## src/hdl/core_defines.svh

```systemverilog
`ifndef CORE_DEFINES_SVH
`define CORE_DEFINES_SVH

////////////////////////////////////////
// Opcode and funct codes
////////////////////////////////////////
`define CORE_OP_RTYPE 6'h00
`define CORE_OP_ORI   6'h0d
`define CORE_OP_LUI   6'h0f
`define CORE_OP_LW    6'h23
`define CORE_OP_SW    6'h2b
`define CORE_FN_ADDU  6'h21
`define CORE_FN_SUBU  6'h23

////////////////////////////////////////
// Stage counts
////////////////////////////////////////
// Tuse, operand wanted in execute or in memory
`define CORE_TUSE_E 2'd1
`define CORE_TUSE_M 2'd2
// Tnew seen from execute
`define CORE_T_ALU  2'd1
`define CORE_T_DM   2'd2

// Input queue slots, also the sender's starting credits
`define CORE_QUEUE_DEPTH 2
`define CORE_DM_WORDS    64

`endif
```

## src/hdl/corePkg.sv

```systemverilog
`default_nettype none

package corePkg;

	////////////////////////////////////////
	// Data path words
	////////////////////////////////////////
	typedef logic [31:0] wordT;
	typedef logic [31:0] instrT;

	// Register number, r0 hardwired to zero
	typedef logic [4:0] regAddrT;

	// Stage count for Tuse and Tnew
	// 0 ready or unused, 1 one stage on, 2 two stages on
	typedef logic [1:0] stageT;

	////////////////////////////////////////
	// ALU operations
	////////////////////////////////////////
	typedef enum logic [1:0] {
		ALU_ADD = 2'd0,
		ALU_SUB = 2'd1,
		ALU_OR  = 2'd2,
		// Passes the shifted immediate
		ALU_LUI = 2'd3
	} aluOpT;

endpackage

`default_nettype wire

```

## src/hdl/hazardIf.sv

```systemverilog
`timescale 1ns/10ps
`default_nettype none

interface hazardIf;
	import corePkg::*;

	// Producer sitting in execute
	instrT   instrE;
	regAddrT a3E;

	// Producer sitting in memory
	instrT   instrM;
	regAddrT a3M;

	// Pipeline side
	modport stage (output instrE, a3E, instrM, a3M);

	// Stall controller side
	modport check (input instrE, a3E, instrM, a3M);

endinterface

`default_nettype wire

```

## src/hdl/pipeCore.sv

```systemverilog
`timescale 1ns/10ps
`default_nettype none
`include "core_defines.svh"

module pipeCore (
	input  logic             clk,
	input  logic             rstN,
	input  logic             instrValid,
	input  corePkg::instrT   instrData,
	output logic             creditReturn,
	output logic             wbEn,
	output corePkg::regAddrT wbReg,
	output corePkg::wordT    wbData
);
	import corePkg::*;

	localparam int QW = $clog2(`CORE_QUEUE_DEPTH);
	localparam int CW = $clog2(`CORE_QUEUE_DEPTH + 1);

	// Credit queue
	instrT         queueMem [`CORE_QUEUE_DEPTH];
	logic [QW-1:0] wrPtr;
	logic [QW-1:0] rdPtr;
	logic [CW-1:0] qCount;
	logic          qPop;
	logic          stall;

	// Decode stage
	instrT   instrD;
	regAddrT rsD;
	regAddrT rtD;
	regAddrT a3D;
	wordT    immD;
	aluOpT   aluOpD;
	logic    useImmD;
	logic    memReadD;
	logic    memWriteD;
	logic    regWriteD;
	wordT    rsValD;
	wordT    rtValD;

	// Execute stage
	instrT   instrE;
	regAddrT rsE;
	regAddrT rtE;
	regAddrT a3E;
	aluOpT   aluOpE;
	logic    useImmE;
	logic    memReadE;
	logic    memWriteE;
	logic    regWriteE;
	wordT    rsValE;
	wordT    rtValE;
	wordT    immE;
	wordT    rsFwdE;
	wordT    rtFwdE;
	wordT    opB;
	wordT    aluRes;

	// Memory stage
	instrT   instrM;
	regAddrT rtM;
	regAddrT a3M;
	logic    memReadM;
	logic    memWriteM;
	logic    regWriteM;
	wordT    aluResM;
	wordT    storeM;
	wordT    storeFwdM;
	wordT    dmRdata;

	function automatic logic [QW-1:0] nextPtr(logic [QW-1:0] p);
		return (p == QW'(`CORE_QUEUE_DEPTH - 1)) ? '0 : p + 1'b1;
	endfunction

	////////////////////////////////////////
	// Credit queue and decode register
	////////////////////////////////////////
	// Leaves the queue only when decode advances
	assign qPop = (qCount != '0) && !stall;

	always_ff @(posedge clk) begin
		if (instrValid) begin
			queueMem[wrPtr] <= instrData;
		end
	end

	always_ff @(posedge clk or negedge rstN) begin
		if (!rstN) begin
			wrPtr <= '0;
			rdPtr <= '0;
			qCount <= '0;
			creditReturn <= 1'b0;
			instrD <= '0;
		end else begin
			if (instrValid) begin
				wrPtr <= nextPtr(wrPtr);
			end
			if (qPop) begin
				rdPtr <= nextPtr(rdPtr);
			end
			qCount <= qCount + CW'(instrValid) - CW'(qPop);
			creditReturn <= qPop;
			// Held on stall, bubble when the queue is empty
			if (!stall) begin
				instrD <= qPop ? queueMem[rdPtr] : '0;
			end
		end
	end

	decodeUnit decMain (
		.instr(instrD),
		.rs(rsD),
		.rt(rtD),
		.a3(a3D),
		.imm(immD),
		.aluOp(aluOpD),
		.useImm(useImmD),
		.memRead(memReadD),
		.memWrite(memWriteD),
		.regWrite(regWriteD),
		.tuseRs(), .tuseRt(), .tnew()
	);

	regFile rf0 (
		.clk(clk),
		.rstN(rstN),
		.raddrA(rsD),
		.raddrB(rtD),
		.rdataA(rsValD),
		.rdataB(rtValD),
		.we(wbEn),
		.waddr(wbReg),
		.wdata(wbData)
	);

	// Hazard view of E and M
	hazardIf hz ();

	assign hz.instrE = instrE;
	assign hz.a3E = a3E;
	assign hz.instrM = instrM;
	assign hz.a3M = a3M;

	stallControl stall0 (
		.instrD(instrD),
		.hz(hz.check),
		.stall(stall)
	);

	////////////////////////////////////////
	// Execute
	////////////////////////////////////////
	always_ff @(posedge clk or negedge rstN) begin
		if (!rstN) begin
			instrE <= '0;
			rsE <= '0;
			rtE <= '0;
			a3E <= '0;
			aluOpE <= ALU_ADD;
			useImmE <= 1'b0;
			memReadE <= 1'b0;
			memWriteE <= 1'b0;
			regWriteE <= 1'b0;
		end else begin
			// Stall inserts a bubble
			instrE <= stall ? '0 : instrD;
			rsE <= stall ? '0 : rsD;
			rtE <= stall ? '0 : rtD;
			a3E <= stall ? '0 : a3D;
			aluOpE <= stall ? ALU_ADD : aluOpD;
			useImmE <= !stall && useImmD;
			memReadE <= !stall && memReadD;
			memWriteE <= !stall && memWriteD;
			regWriteE <= !stall && regWriteD;
		end
	end

	always_ff @(posedge clk) begin
		rsValE <= rsValD;
		rtValE <= rtValD;
		immE <= immD;
	end

	// Memory beats writeback, a load in memory has no data yet
	assign rsFwdE = (regWriteM && !memReadM && a3M != '0 && a3M == rsE) ? aluResM :
		(wbEn && wbReg == rsE) ? wbData : rsValE;
	assign rtFwdE = (regWriteM && !memReadM && a3M != '0 && a3M == rtE) ? aluResM :
		(wbEn && wbReg == rtE) ? wbData : rtValE;

	always_comb begin
		opB = useImmE ? immE : rtFwdE;
		unique case (aluOpE)
			ALU_ADD: aluRes = rsFwdE + opB;
			ALU_SUB: aluRes = rsFwdE - opB;
			ALU_OR:  aluRes = rsFwdE | opB;
			ALU_LUI: aluRes = opB;
		endcase
	end

	////////////////////////////////////////
	// Memory and writeback
	////////////////////////////////////////
	always_ff @(posedge clk or negedge rstN) begin
		if (!rstN) begin
			instrM <= '0;
			rtM <= '0;
			a3M <= '0;
			memReadM <= 1'b0;
			memWriteM <= 1'b0;
			regWriteM <= 1'b0;
			wbEn <= 1'b0;
			wbReg <= '0;
		end else begin
			instrM <= instrE;
			rtM <= rtE;
			a3M <= a3E;
			memReadM <= memReadE;
			memWriteM <= memWriteE;
			regWriteM <= regWriteE;
			// r0 writes never show up
			wbEn <= regWriteM && (a3M != '0);
			wbReg <= a3M;
		end
	end

	always_ff @(posedge clk) begin
		aluResM <= aluRes;
		storeM <= rtFwdE;
		wbData <= memReadM ? dmRdata : aluResM;
	end

	// Store data late from a load just retired
	assign storeFwdM = (wbEn && wbReg == rtM) ? wbData : storeM;

	dataMem dm0 (
		.clk(clk),
		.we(memWriteM),
		.addr(aluResM),
		.wdata(storeFwdM),
		.rdata(dmRdata)
	);

endmodule

`default_nettype wire

```

## src/hdl/dataMem.sv

```systemverilog
`timescale 1ns/10ps
`default_nettype none
`include "core_defines.svh"

module dataMem (
	input  logic          clk,
	input  logic          we,
	input  corePkg::wordT addr,
	input  corePkg::wordT wdata,
	output corePkg::wordT rdata
);
	import corePkg::*;

	localparam int AW = $clog2(`CORE_DM_WORDS);

	wordT mem [`CORE_DM_WORDS];

	// Word index, byte offset bits ignored
	logic [AW-1:0] idx;

	assign idx = addr[AW+1:2];

	always_ff @(posedge clk) begin
		if (we) begin
			mem[idx] <= wdata;
		end
	end

	assign rdata = mem[idx];

endmodule

`default_nettype wire

```

## src/hdl/regFile.sv

```systemverilog
`timescale 1ns/10ps
`default_nettype none

module regFile (
	input  logic             clk,
	input  logic             rstN,
	input  corePkg::regAddrT raddrA,
	input  corePkg::regAddrT raddrB,
	output corePkg::wordT    rdataA,
	output corePkg::wordT    rdataB,
	input  logic             we,
	input  corePkg::regAddrT waddr,
	input  corePkg::wordT    wdata
);
	import corePkg::*;

	wordT regs [32];

	always_ff @(posedge clk or negedge rstN) begin
		if (!rstN) begin
			for (int i = 0; i < 32; i++) begin
				regs[i] <= '0;
			end
		end else if (we && waddr != '0) begin
			regs[waddr] <= wdata;
		end
	end

	// r0 first, then the value being written this cycle
	assign rdataA = (raddrA == '0) ? '0 : (we && waddr == raddrA) ? wdata : regs[raddrA];
	assign rdataB = (raddrB == '0) ? '0 : (we && waddr == raddrB) ? wdata : regs[raddrB];

endmodule

`default_nettype wire

```

## src/hdl/stallControl.sv

```systemverilog
`timescale 1ns/10ps
`default_nettype none
`include "core_defines.svh"

module stallControl (
	input  corePkg::instrT instrD,
	hazardIf.check         hz,
	output logic           stall
);
	import corePkg::*;

	regAddrT    rsD;
	regAddrT    rtD;
	stageT      tuseRsD;
	stageT      tuseRtD;
	stageT      tnewE;
	stageT      tnewMRaw;
	stageT      tnewM;
	logic [7:0] stallCase;

	// Nonzero source matching a producer's destination
	function automatic logic dep(regAddrT src, regAddrT dst);
		return (src != '0) && (src == dst);
	endfunction

	// Operand wanted at stage need, producer not ready by then
	function automatic logic lateFor(stageT tuse, stageT tnewIn, stageT need);
		return (tuse == need) && (tnewIn > need);
	endfunction

	////////////////////////////////////////
	// Decoders for D, E and M
	////////////////////////////////////////
	decodeUnit decD (
		.instr(instrD),
		.rs(rsD),
		.rt(rtD),
		.a3(), .imm(), .aluOp(), .useImm(),
		.memRead(), .memWrite(), .regWrite(),
		.tuseRs(tuseRsD),
		.tuseRt(tuseRtD),
		.tnew()
	);

	decodeUnit decE (
		.instr(hz.instrE),
		.rs(), .rt(), .a3(), .imm(), .aluOp(), .useImm(),
		.memRead(), .memWrite(), .regWrite(),
		.tuseRs(), .tuseRt(),
		.tnew(tnewE)
	);

	decodeUnit decM (
		.instr(hz.instrM),
		.rs(), .rt(), .a3(), .imm(), .aluOp(), .useImm(),
		.memRead(), .memWrite(), .regWrite(),
		.tuseRs(), .tuseRt(),
		.tnew(tnewMRaw)
	);

	// One stage already spent in memory
	assign tnewM = (tnewMRaw == '0) ? '0 : tnewMRaw - 2'd1;

	////////////////////////////////////////
	// Tuse against Tnew
	////////////////////////////////////////
	always_comb begin
		// rs against execute and memory
		stallCase[0] = dep(rsD, hz.a3E) && lateFor(tuseRsD, tnewE, `CORE_TUSE_E);
		stallCase[1] = dep(rsD, hz.a3E) && lateFor(tuseRsD, tnewE, `CORE_TUSE_M);
		stallCase[2] = dep(rsD, hz.a3M) && lateFor(tuseRsD, tnewM, `CORE_TUSE_E);
		stallCase[3] = dep(rsD, hz.a3M) && lateFor(tuseRsD, tnewM, `CORE_TUSE_M);
		// rt likewise
		stallCase[4] = dep(rtD, hz.a3E) && lateFor(tuseRtD, tnewE, `CORE_TUSE_E);
		stallCase[5] = dep(rtD, hz.a3E) && lateFor(tuseRtD, tnewE, `CORE_TUSE_M);
		stallCase[6] = dep(rtD, hz.a3M) && lateFor(tuseRtD, tnewM, `CORE_TUSE_E);
		stallCase[7] = dep(rtD, hz.a3M) && lateFor(tuseRtD, tnewM, `CORE_TUSE_M);
	end

	assign stall = |stallCase;

endmodule

`default_nettype wire

```

## src/hdl/decodeUnit.sv

```systemverilog
`timescale 1ns/10ps
`default_nettype none
`include "core_defines.svh"

module decodeUnit (
	input  corePkg::instrT   instr,
	output corePkg::regAddrT rs,
	output corePkg::regAddrT rt,
	output corePkg::regAddrT a3,
	output corePkg::wordT    imm,
	output corePkg::aluOpT   aluOp,
	output logic             useImm,
	output logic             memRead,
	output logic             memWrite,
	output logic             regWrite,
	output corePkg::stageT   tuseRs,
	output corePkg::stageT   tuseRt,
	output corePkg::stageT   tnew
);
	import corePkg::*;

	logic [5:0]  opcode;
	logic [5:0]  funct;
	logic [15:0] imm16;

	assign opcode = instr[31:26];
	assign funct = instr[5:0];
	assign imm16 = instr[15:0];

	always_comb begin
		// Defaults give a no-op, so a bubble writes nothing
		rs = '0;
		rt = '0;
		a3 = '0;
		imm = '0;
		aluOp = ALU_ADD;
		useImm = 1'b0;
		memRead = 1'b0;
		memWrite = 1'b0;
		regWrite = 1'b0;
		tuseRs = '0;
		tuseRt = '0;
		tnew = '0;
		case (opcode)
			`CORE_OP_RTYPE: begin
				// Only addu and subu, other funct codes stay no-ops
				if (funct == `CORE_FN_ADDU || funct == `CORE_FN_SUBU) begin
					rs = instr[25:21];
					rt = instr[20:16];
					a3 = instr[15:11];
					aluOp = (funct == `CORE_FN_SUBU) ? ALU_SUB : ALU_ADD;
					regWrite = 1'b1;
					tuseRs = `CORE_TUSE_E;
					tuseRt = `CORE_TUSE_E;
					tnew = `CORE_T_ALU;
				end
			end
			`CORE_OP_ORI: begin
				rs = instr[25:21];
				a3 = instr[20:16];
				// Zero extended
				imm = {16'h0000, imm16};
				aluOp = ALU_OR;
				useImm = 1'b1;
				regWrite = 1'b1;
				tuseRs = `CORE_TUSE_E;
				tnew = `CORE_T_ALU;
			end
			`CORE_OP_LUI: begin
				// No source operand at all
				a3 = instr[20:16];
				imm = {imm16, 16'h0000};
				aluOp = ALU_LUI;
				useImm = 1'b1;
				regWrite = 1'b1;
				tnew = `CORE_T_ALU;
			end
			`CORE_OP_LW: begin
				rs = instr[25:21];
				a3 = instr[20:16];
				imm = {{16{imm16[15]}}, imm16};
				useImm = 1'b1;
				memRead = 1'b1;
				regWrite = 1'b1;
				tuseRs = `CORE_TUSE_E;
				tnew = `CORE_T_DM;
			end
			`CORE_OP_SW: begin
				rs = instr[25:21];
				rt = instr[20:16];
				imm = {{16{imm16[15]}}, imm16};
				useImm = 1'b1;
				memWrite = 1'b1;
				tuseRs = `CORE_TUSE_E;
				// Store data only needed in memory
				tuseRt = `CORE_TUSE_M;
			end
			default: begin
			end
		endcase
	end

endmodule

`default_nettype wire

```

## config.mk

```make
export PLATFORM = sky130hd
export DESIGN_NAME = pipeCore
export DESIGN_NICKNAME = d
export VERILOG_FILES = /design/src/hdl/corePkg.sv /design/src/hdl/hazardIf.sv /design/src/hdl/pipeCore.sv /design/src/hdl/dataMem.sv /design/src/hdl/regFile.sv /design/src/hdl/stallControl.sv /design/src/hdl/decodeUnit.sv
export VERILOG_INCLUDE_DIRS = /design/src /design/src/hdl
export SDC_FILE = /design/constraint.sdc
export NUM_CORES = 2
export LEC_CHECK = 0
export BUFFER_PORTS_ARGS = -buffer_cell sky130_fd_sc_hd__buf_2
export CAP_MARGIN = 20
export CELL_PAD_IN_SITES_DETAIL_PLACEMENT = 0
export CELL_PAD_IN_SITES_GLOBAL_PLACEMENT = 1
export CORE_AREA = 2 2 573 575
export DETAILED_ROUTE_END_ITERATION = 7
export DIE_AREA = 0 0 575 577
export GPL_ROUTABILITY_DRIVEN = 1
export PLACE_DENSITY = 0.78
export SLEW_MARGIN = 20
export SYNTH_ARGS = -nofsm -noshare
export SYNTH_HDL_FRONTEND = slang
export SYNTH_SLANG_ARGS = --single-unit
```

## constraint.sdc

```tcl
create_clock -name clk -period 15.19 [get_ports clk]
set_clock_uncertainty 0.2 [all_clocks]
set_input_delay 4.557 -clock clk [delete_from_list [all_inputs] [get_ports clk]]
set_output_delay 4.557 -clock clk [all_outputs]
set_load 0.1 [all_outputs]
```

# == Yosys cells after proc, flatten, opt, wreduce, memory -nomap -nowiden ==
# Memories as Yosys holds them, arrays and structs flattened. A register that Yosys moved wholly into a read port is not among the register bits.
# Cells that the tools add are included.
# op_classes
add_sub_neg,7
mux,54
order_cmp,8
bitwise_logic,4
reduce_logical,61
eq_ne,34
# ops
operator,n
$bwmux W1024,1
$mux W32,16
$bmux W32 S5,2
$demux W32 S5,1
$pmux W32 S4,1
$pmux W32 S3,1
$eq A6 B6 Y1 const B,10
$eq A5 B5 Y1,11
$logic_and A1 B1 Y1,37
$eq A6 B4 Y1 const B,6
$add A32 B32 Y32,1
$or A32 B32 Y32,1
$sub A32 B32 Y32,1
$mux W5,6
$pmux W5 S2,3
$reduce_bool A5 Y1,4
$ge A6 B6 Y1 const B,3
$logic_not A6 Y1,3
$not A5 Y6,3
$pmux W2 S3,3
$mux W1,14
$logic_not A5 Y1,2
$reduce_or A8 Y1,1
$eq A2 B2 Y1 const B,3
other kinds (20),34
# totals
n_memories,2
ff_bits,1357
inputBits,35
wordCells,230
mem_bits_rw,2112
output_inout_bits,39
# memory_table
memory,depth,word_bits,read_ports,rd_clocked_by_memory_dff,write_ports,line,rtl
dm0.mem,64,32,1,1,1,dataMem.sv:16,wordT mem [`CORE_DM_WORDS];
queueMem,2,32,1,0,1,pipeCore.sv:21,instrT queueMem [`CORE_QUEUE_DEPTH];

# == Longest topological paths before layout ==
# logic_depth
depth_word,13
depth_mapped,26

# == By module ==
# A second synthesis with hierarchy kept.
# unflattened
cells_unflattened,9901
area_unflattened_um2,151896.9
# by_module_without_submodules
module,seq_area_each_um2,cells_per_inst,area_each_um2,n_inst
dataMem,61499.0,4289,77667.0,1
regFile,25624.6,3812,55152.9,1
pipeCore,9293.9,1419,16276.9,1
decodeUnit,0.0,85,625.6,4
stallControl,0.0,41,297.8,1

# == Worst setup path after synthesis ==
# Ideal clock, no wire load.
# synth_timing
path_kind,input to register
from,input instrValid
to,memory queueMem[0][0] (netlist bit) (enable)
arrival_time_ns,6.005
setup_slack_ns,8.561
setup_ns,0.425
path_stages,1
path_cell_list,nor2b_1
# synth_between
elab_chain_len,2
# synth_lines
item,line,rtl
from (decl),pipeCore.sv:8,"input logic instrValid,"
$mux W1,pipeCore.sv:83,if (instrValid) begin
$mux W1 (implied by the code),pipeCore.sv:84,queueMem[wrPtr] <= instrData;
to (decl),pipeCore.sv:21,
# No other way between the ends.

# == Final worst setup path ==
# layout_timing
from,register a3M[1]
to,register aluResM[31]
# layout_between
elab_chain_len,7
word_cells_on_any_way,13
classes_between,2 x add/sub; 2 x eq/ne; 4 x mux; 1 x bitwise; 4 x reduce/logical
# layout_lines
item,line,rtl
from (decl),pipeCore.sv:63,regAddrT a3M;
from (signal assigned),pipeCore.sv:208,a3M <= '0;
from (signal assigned),pipeCore.sv:217,a3M <= a3E;
$reduce_bool A5 Y1,"pipeCore.sv:186, pipeCore.sv:188",
$logic_and A1 B1 Y1,"pipeCore.sv:186, pipeCore.sv:188",
$logic_and A1 B1 Y1,pipeCore.sv:188,assign rtFwdE = (regWriteM && !memReadM && a3M != '0 && a3M == rtE) ? aluResM :
$mux W32,pipeCore.sv:188,
$mux W32,pipeCore.sv:192,opB = useImmE ? immE : rtFwdE;
"$sub A32 B32 Y32, or another cell as far along",pipeCore.sv:195,ALU_SUB: aluRes = rsFwdE - opB;
$pmux W32 S4 (*),pipeCore.sv:193,unique case (aluOpE)
named net aluRes[31],pipeCore.sv:58,wordT aluRes;
to (signal assigned),pipeCore.sv:228,aluResM <= aluRes;
to (decl),pipeCore.sv:67,wordT aluResM;
# The timed path passes the listed nets; every way through them passes the cells marked *.
# A chain may end at the register's enable or synchronous reset.

==> out/results.txt <==
period utilization -> 50.7%
IO Port Bufs -> 73
worst min-delay path startpoint -> memWriteE
setup TNS -> 0 ps
hold path endpoint -> memWriteM
#FFs+latches synth -> 3,411
clock power share -> 34.4%
Vias -> 102,000
RePlAce Congestion -> 0.921
P per Cell Area -> 157 nW/µm²
Setup crit end kind -> flop
# nets final -> 10,700
share of cells above drive strength 1 -> 22.0%
Post-synth EDFFs -> 2,112
row cnt -> 210
Worst Path Required -> 15,810 ps
DP Area -> 152,000 µm²
status -> finished, final reports clean
Hold Path Cell Cnt -> 0
Post-Place Worst Slack -> 7610 ps
most frequent cells in the layout -> edfxtp_1 (2,112), nand2_1 (1,209), mux2_2 (1,119), dfrtp_1 (1,100), a22oi_1 (563)
Worst EP arrival -> 8320 ps
Most used DFF post-synth -> edfxtp_1
Layout Area Growth over Synthesis -> 12.0%
Finished Core Util -> 50.1%
initial DRC count -> 14,200
max_cap viols -> 0
CTS resizes -> 0
worst hold path type -> reg -> reg
Max clock buf depth -> 4
DR vias/cell -> 6.65
final setup fails -> 0
Sw Pwr -> 8.51 mW
die height -> 577 µm
FF-to-FF setup slack -> 7490 ps
distinct cell type count of the synthesized netlist -> 84
Syn Area/Cell -> 13.4 µm²
Seq/Total Area, Yosys -> 65.1%
unrepaired setup endpoints after global routing -> no
Root Driver -> clkbuf_16
Worst path max stage delay -> 780 ps
Startpoint Class -> flop
DP Wirelength -> 291,000 µm
r2r endpoint -> aluResM[31]
Sink Count -> 3,411
ys async rst share -> 32.5%
global route total overflow -> 0
CP Max Fanout -> 33
Die W -> 575 µm
most common cell after layout, fill and taps aside -> edfxtp_1
switching share of power -> 33.3%
leakage -> 60.0 nW
final WL -> 515,000 µm
maximum number of pins on one net before global-route repair -> 164
Synth Cell Area -> 146,000 µm²
slew of the pin with the lowest slew margin -> 1250 ps
all-layer global routing usage -> 30.3%
CTS tree -> yes
full die area -> 332,000 µm²
Peak supply drop -> 0.161 mV
first-pass GRT wire length -> 727,000 µm
Reg clk slew, reported paths -> 70 ps
Worst Reg-to-Reg Cells -> 23
post-DR wirelength/cell -> 33.7 µm
hold-fix buffers at CTS -> 0
Syn Nets -> 10,900
final worst slack -> 7490 ps
Seq pwr share -> 41.3%
clock latency at the later pin of the worst-skew pair -> 970 ps
Initial Utilization -> 44.7%
fmax -> 130 MHz
slew margin rel. -> 16.0%
Core ar. -> 326,000 µm²
R2R Path Start -> a3M[1]
Int Pwr -> 17.1 mW
# IOs -> 74
Pins Over Slew Limit -> 0
number of global-route vias before repair -> 98,600
YS warnings -> 0
final hold violations -> 0
setup repair bufs after CTS -> 0
kind of critical path -> reg -> reg
fin crit period -> 7700 ps
crit-path cells -> or4_4, o211ai_4, buf_4, or2_1, buf_4, a311oi_1, a2111oi_1, nand4_1, nor4_1, nor2_1, xor2_1, ha_1, a21oi_1, o21ai_0, nand2b_1, and3b_1, o22ai_1, a311o_1, and2_1, a41o_1, xor2_1, a211oi_1, o2111ai_1
antenna-violating nets left -> 0
fin area -> 163,000 µm²
initial antenna violation count -> 31
Slowest-stage cell, CP -> nor4_1
DRC -> 0
H-tree depth -> 5
Initial DRT Pass Iterations -> 6
Post-Synthesis Cells -> 10,800
Comb power frac -> 24.2%
CTS Buf Count -> 351
[critical path: cells and delay by family (launching register included)]
family	cells	cell delay, ps
simple gates	8	2770
buf+inv	2	830
flops	1	420
xor+xnor	2	370
fa+ha+maj	1	380
compound gates	10	2550
[flip-flops by register name, summed over array words and instances (netlist names), 6 cells and up]
| signal | cells |
|---|---|
| dm0.mem | 2048 |
| rf0.regs | 1024 |
| aluResM | 32 |
| rsValE | 32 |
| rtValE | 32 |
| wbData | 32 |
| queueMem | 64 |
| instrD | 32 |
| immE | 32 |
| hz.instrE | 6 |
| storeM | 32 |
[Yosys cell counts (208+ instances only)]
cell type,count,share of area [%]
dfrtp_1,1107,19
buf_1,208,0.54
a22oi_1,563,2.9
mux2_2,1126,8.7
a31oi_1,347,1.5
a21oi_1,266,0.91
nor2_1,313,0.81
a22o_1,235,1.4
edfxtp_1,2112,43
a221oi_1,236,1.4
nand3_1,533,1.8
clkbuf_1,735,1.9
nand2_1,1237,3.2
[power by group through the flow]
stage / clock [mW] / combinational (mW) / sequential, mW
finish: 8.80 / 6.20 / 10.6
global route: 9.23 / 6.45 / 10.6
CTS: 8.86 / 6.05 / 10.6
floorplan: 0 / 3.61 / 10.7
global placement: 0 / 6.01 / 10.7
detailed placement: 0 / 6.03 / 10.7
[metal layers]
metal	track usage (%)	up-vias	part of all wire, %
met5	0	-	0.020
met1	39.4	51900	37
met2	46.6	6967	45
met4	17.6	16	6.7
met3	6.97	1472	11
li1	-	41300	-
[worst max-delay path by stage]
stage / startpoint / end / slack, ps / cells past startpoint
final: a3M[1] / aluResM[31] / 7490 / 23
after floorplan: instrValid / queueMem[0][0] / 8560 / 1
after CTS: a3M[1] / aluResM[31] / 7620 / 23
after global placement: a3M[1] / aluResM[31] / 7470 / 23
after detailed placement: a3M[1] / aluResM[31] / 7610 / 23
after global routing: a3M[1] / aluResM[31] / 7020 / 23
[kinds of logic after synthesis]
logic type      share of synthesized area, %
flops                                   65.1
simple gates                            7.65
compound gates                          11.4
mux                                     12.1
buf+inv                                 2.71
xor+xnor                               0.631
fa+ha+maj                              0.314
[area by class of cell]
class,instances,area [µm²]
Fill cell,27200,162000
Sequential cell,3411,95000
Multi-Input combinational cell,6415,48000
Clock buffer,483,10000
Tap cell,4346,5440
Timing Repair Buffer,393,3070
Clock inverter,163,1690
Inverter,37,139
Antenna cell,22,55.1
[stage by stage]
step	hold WS (ps)	cells	power (mW)
final	159	15300	25.6
after detailed placement	140	14600	16.8
after floorplan	131	10800	14.3
after CTS	161	15200	25.5
after global placement	139	14600	16.8
after global routing	164	15300	26.3
No activity file was read; power rests on OpenSTA's default activity.
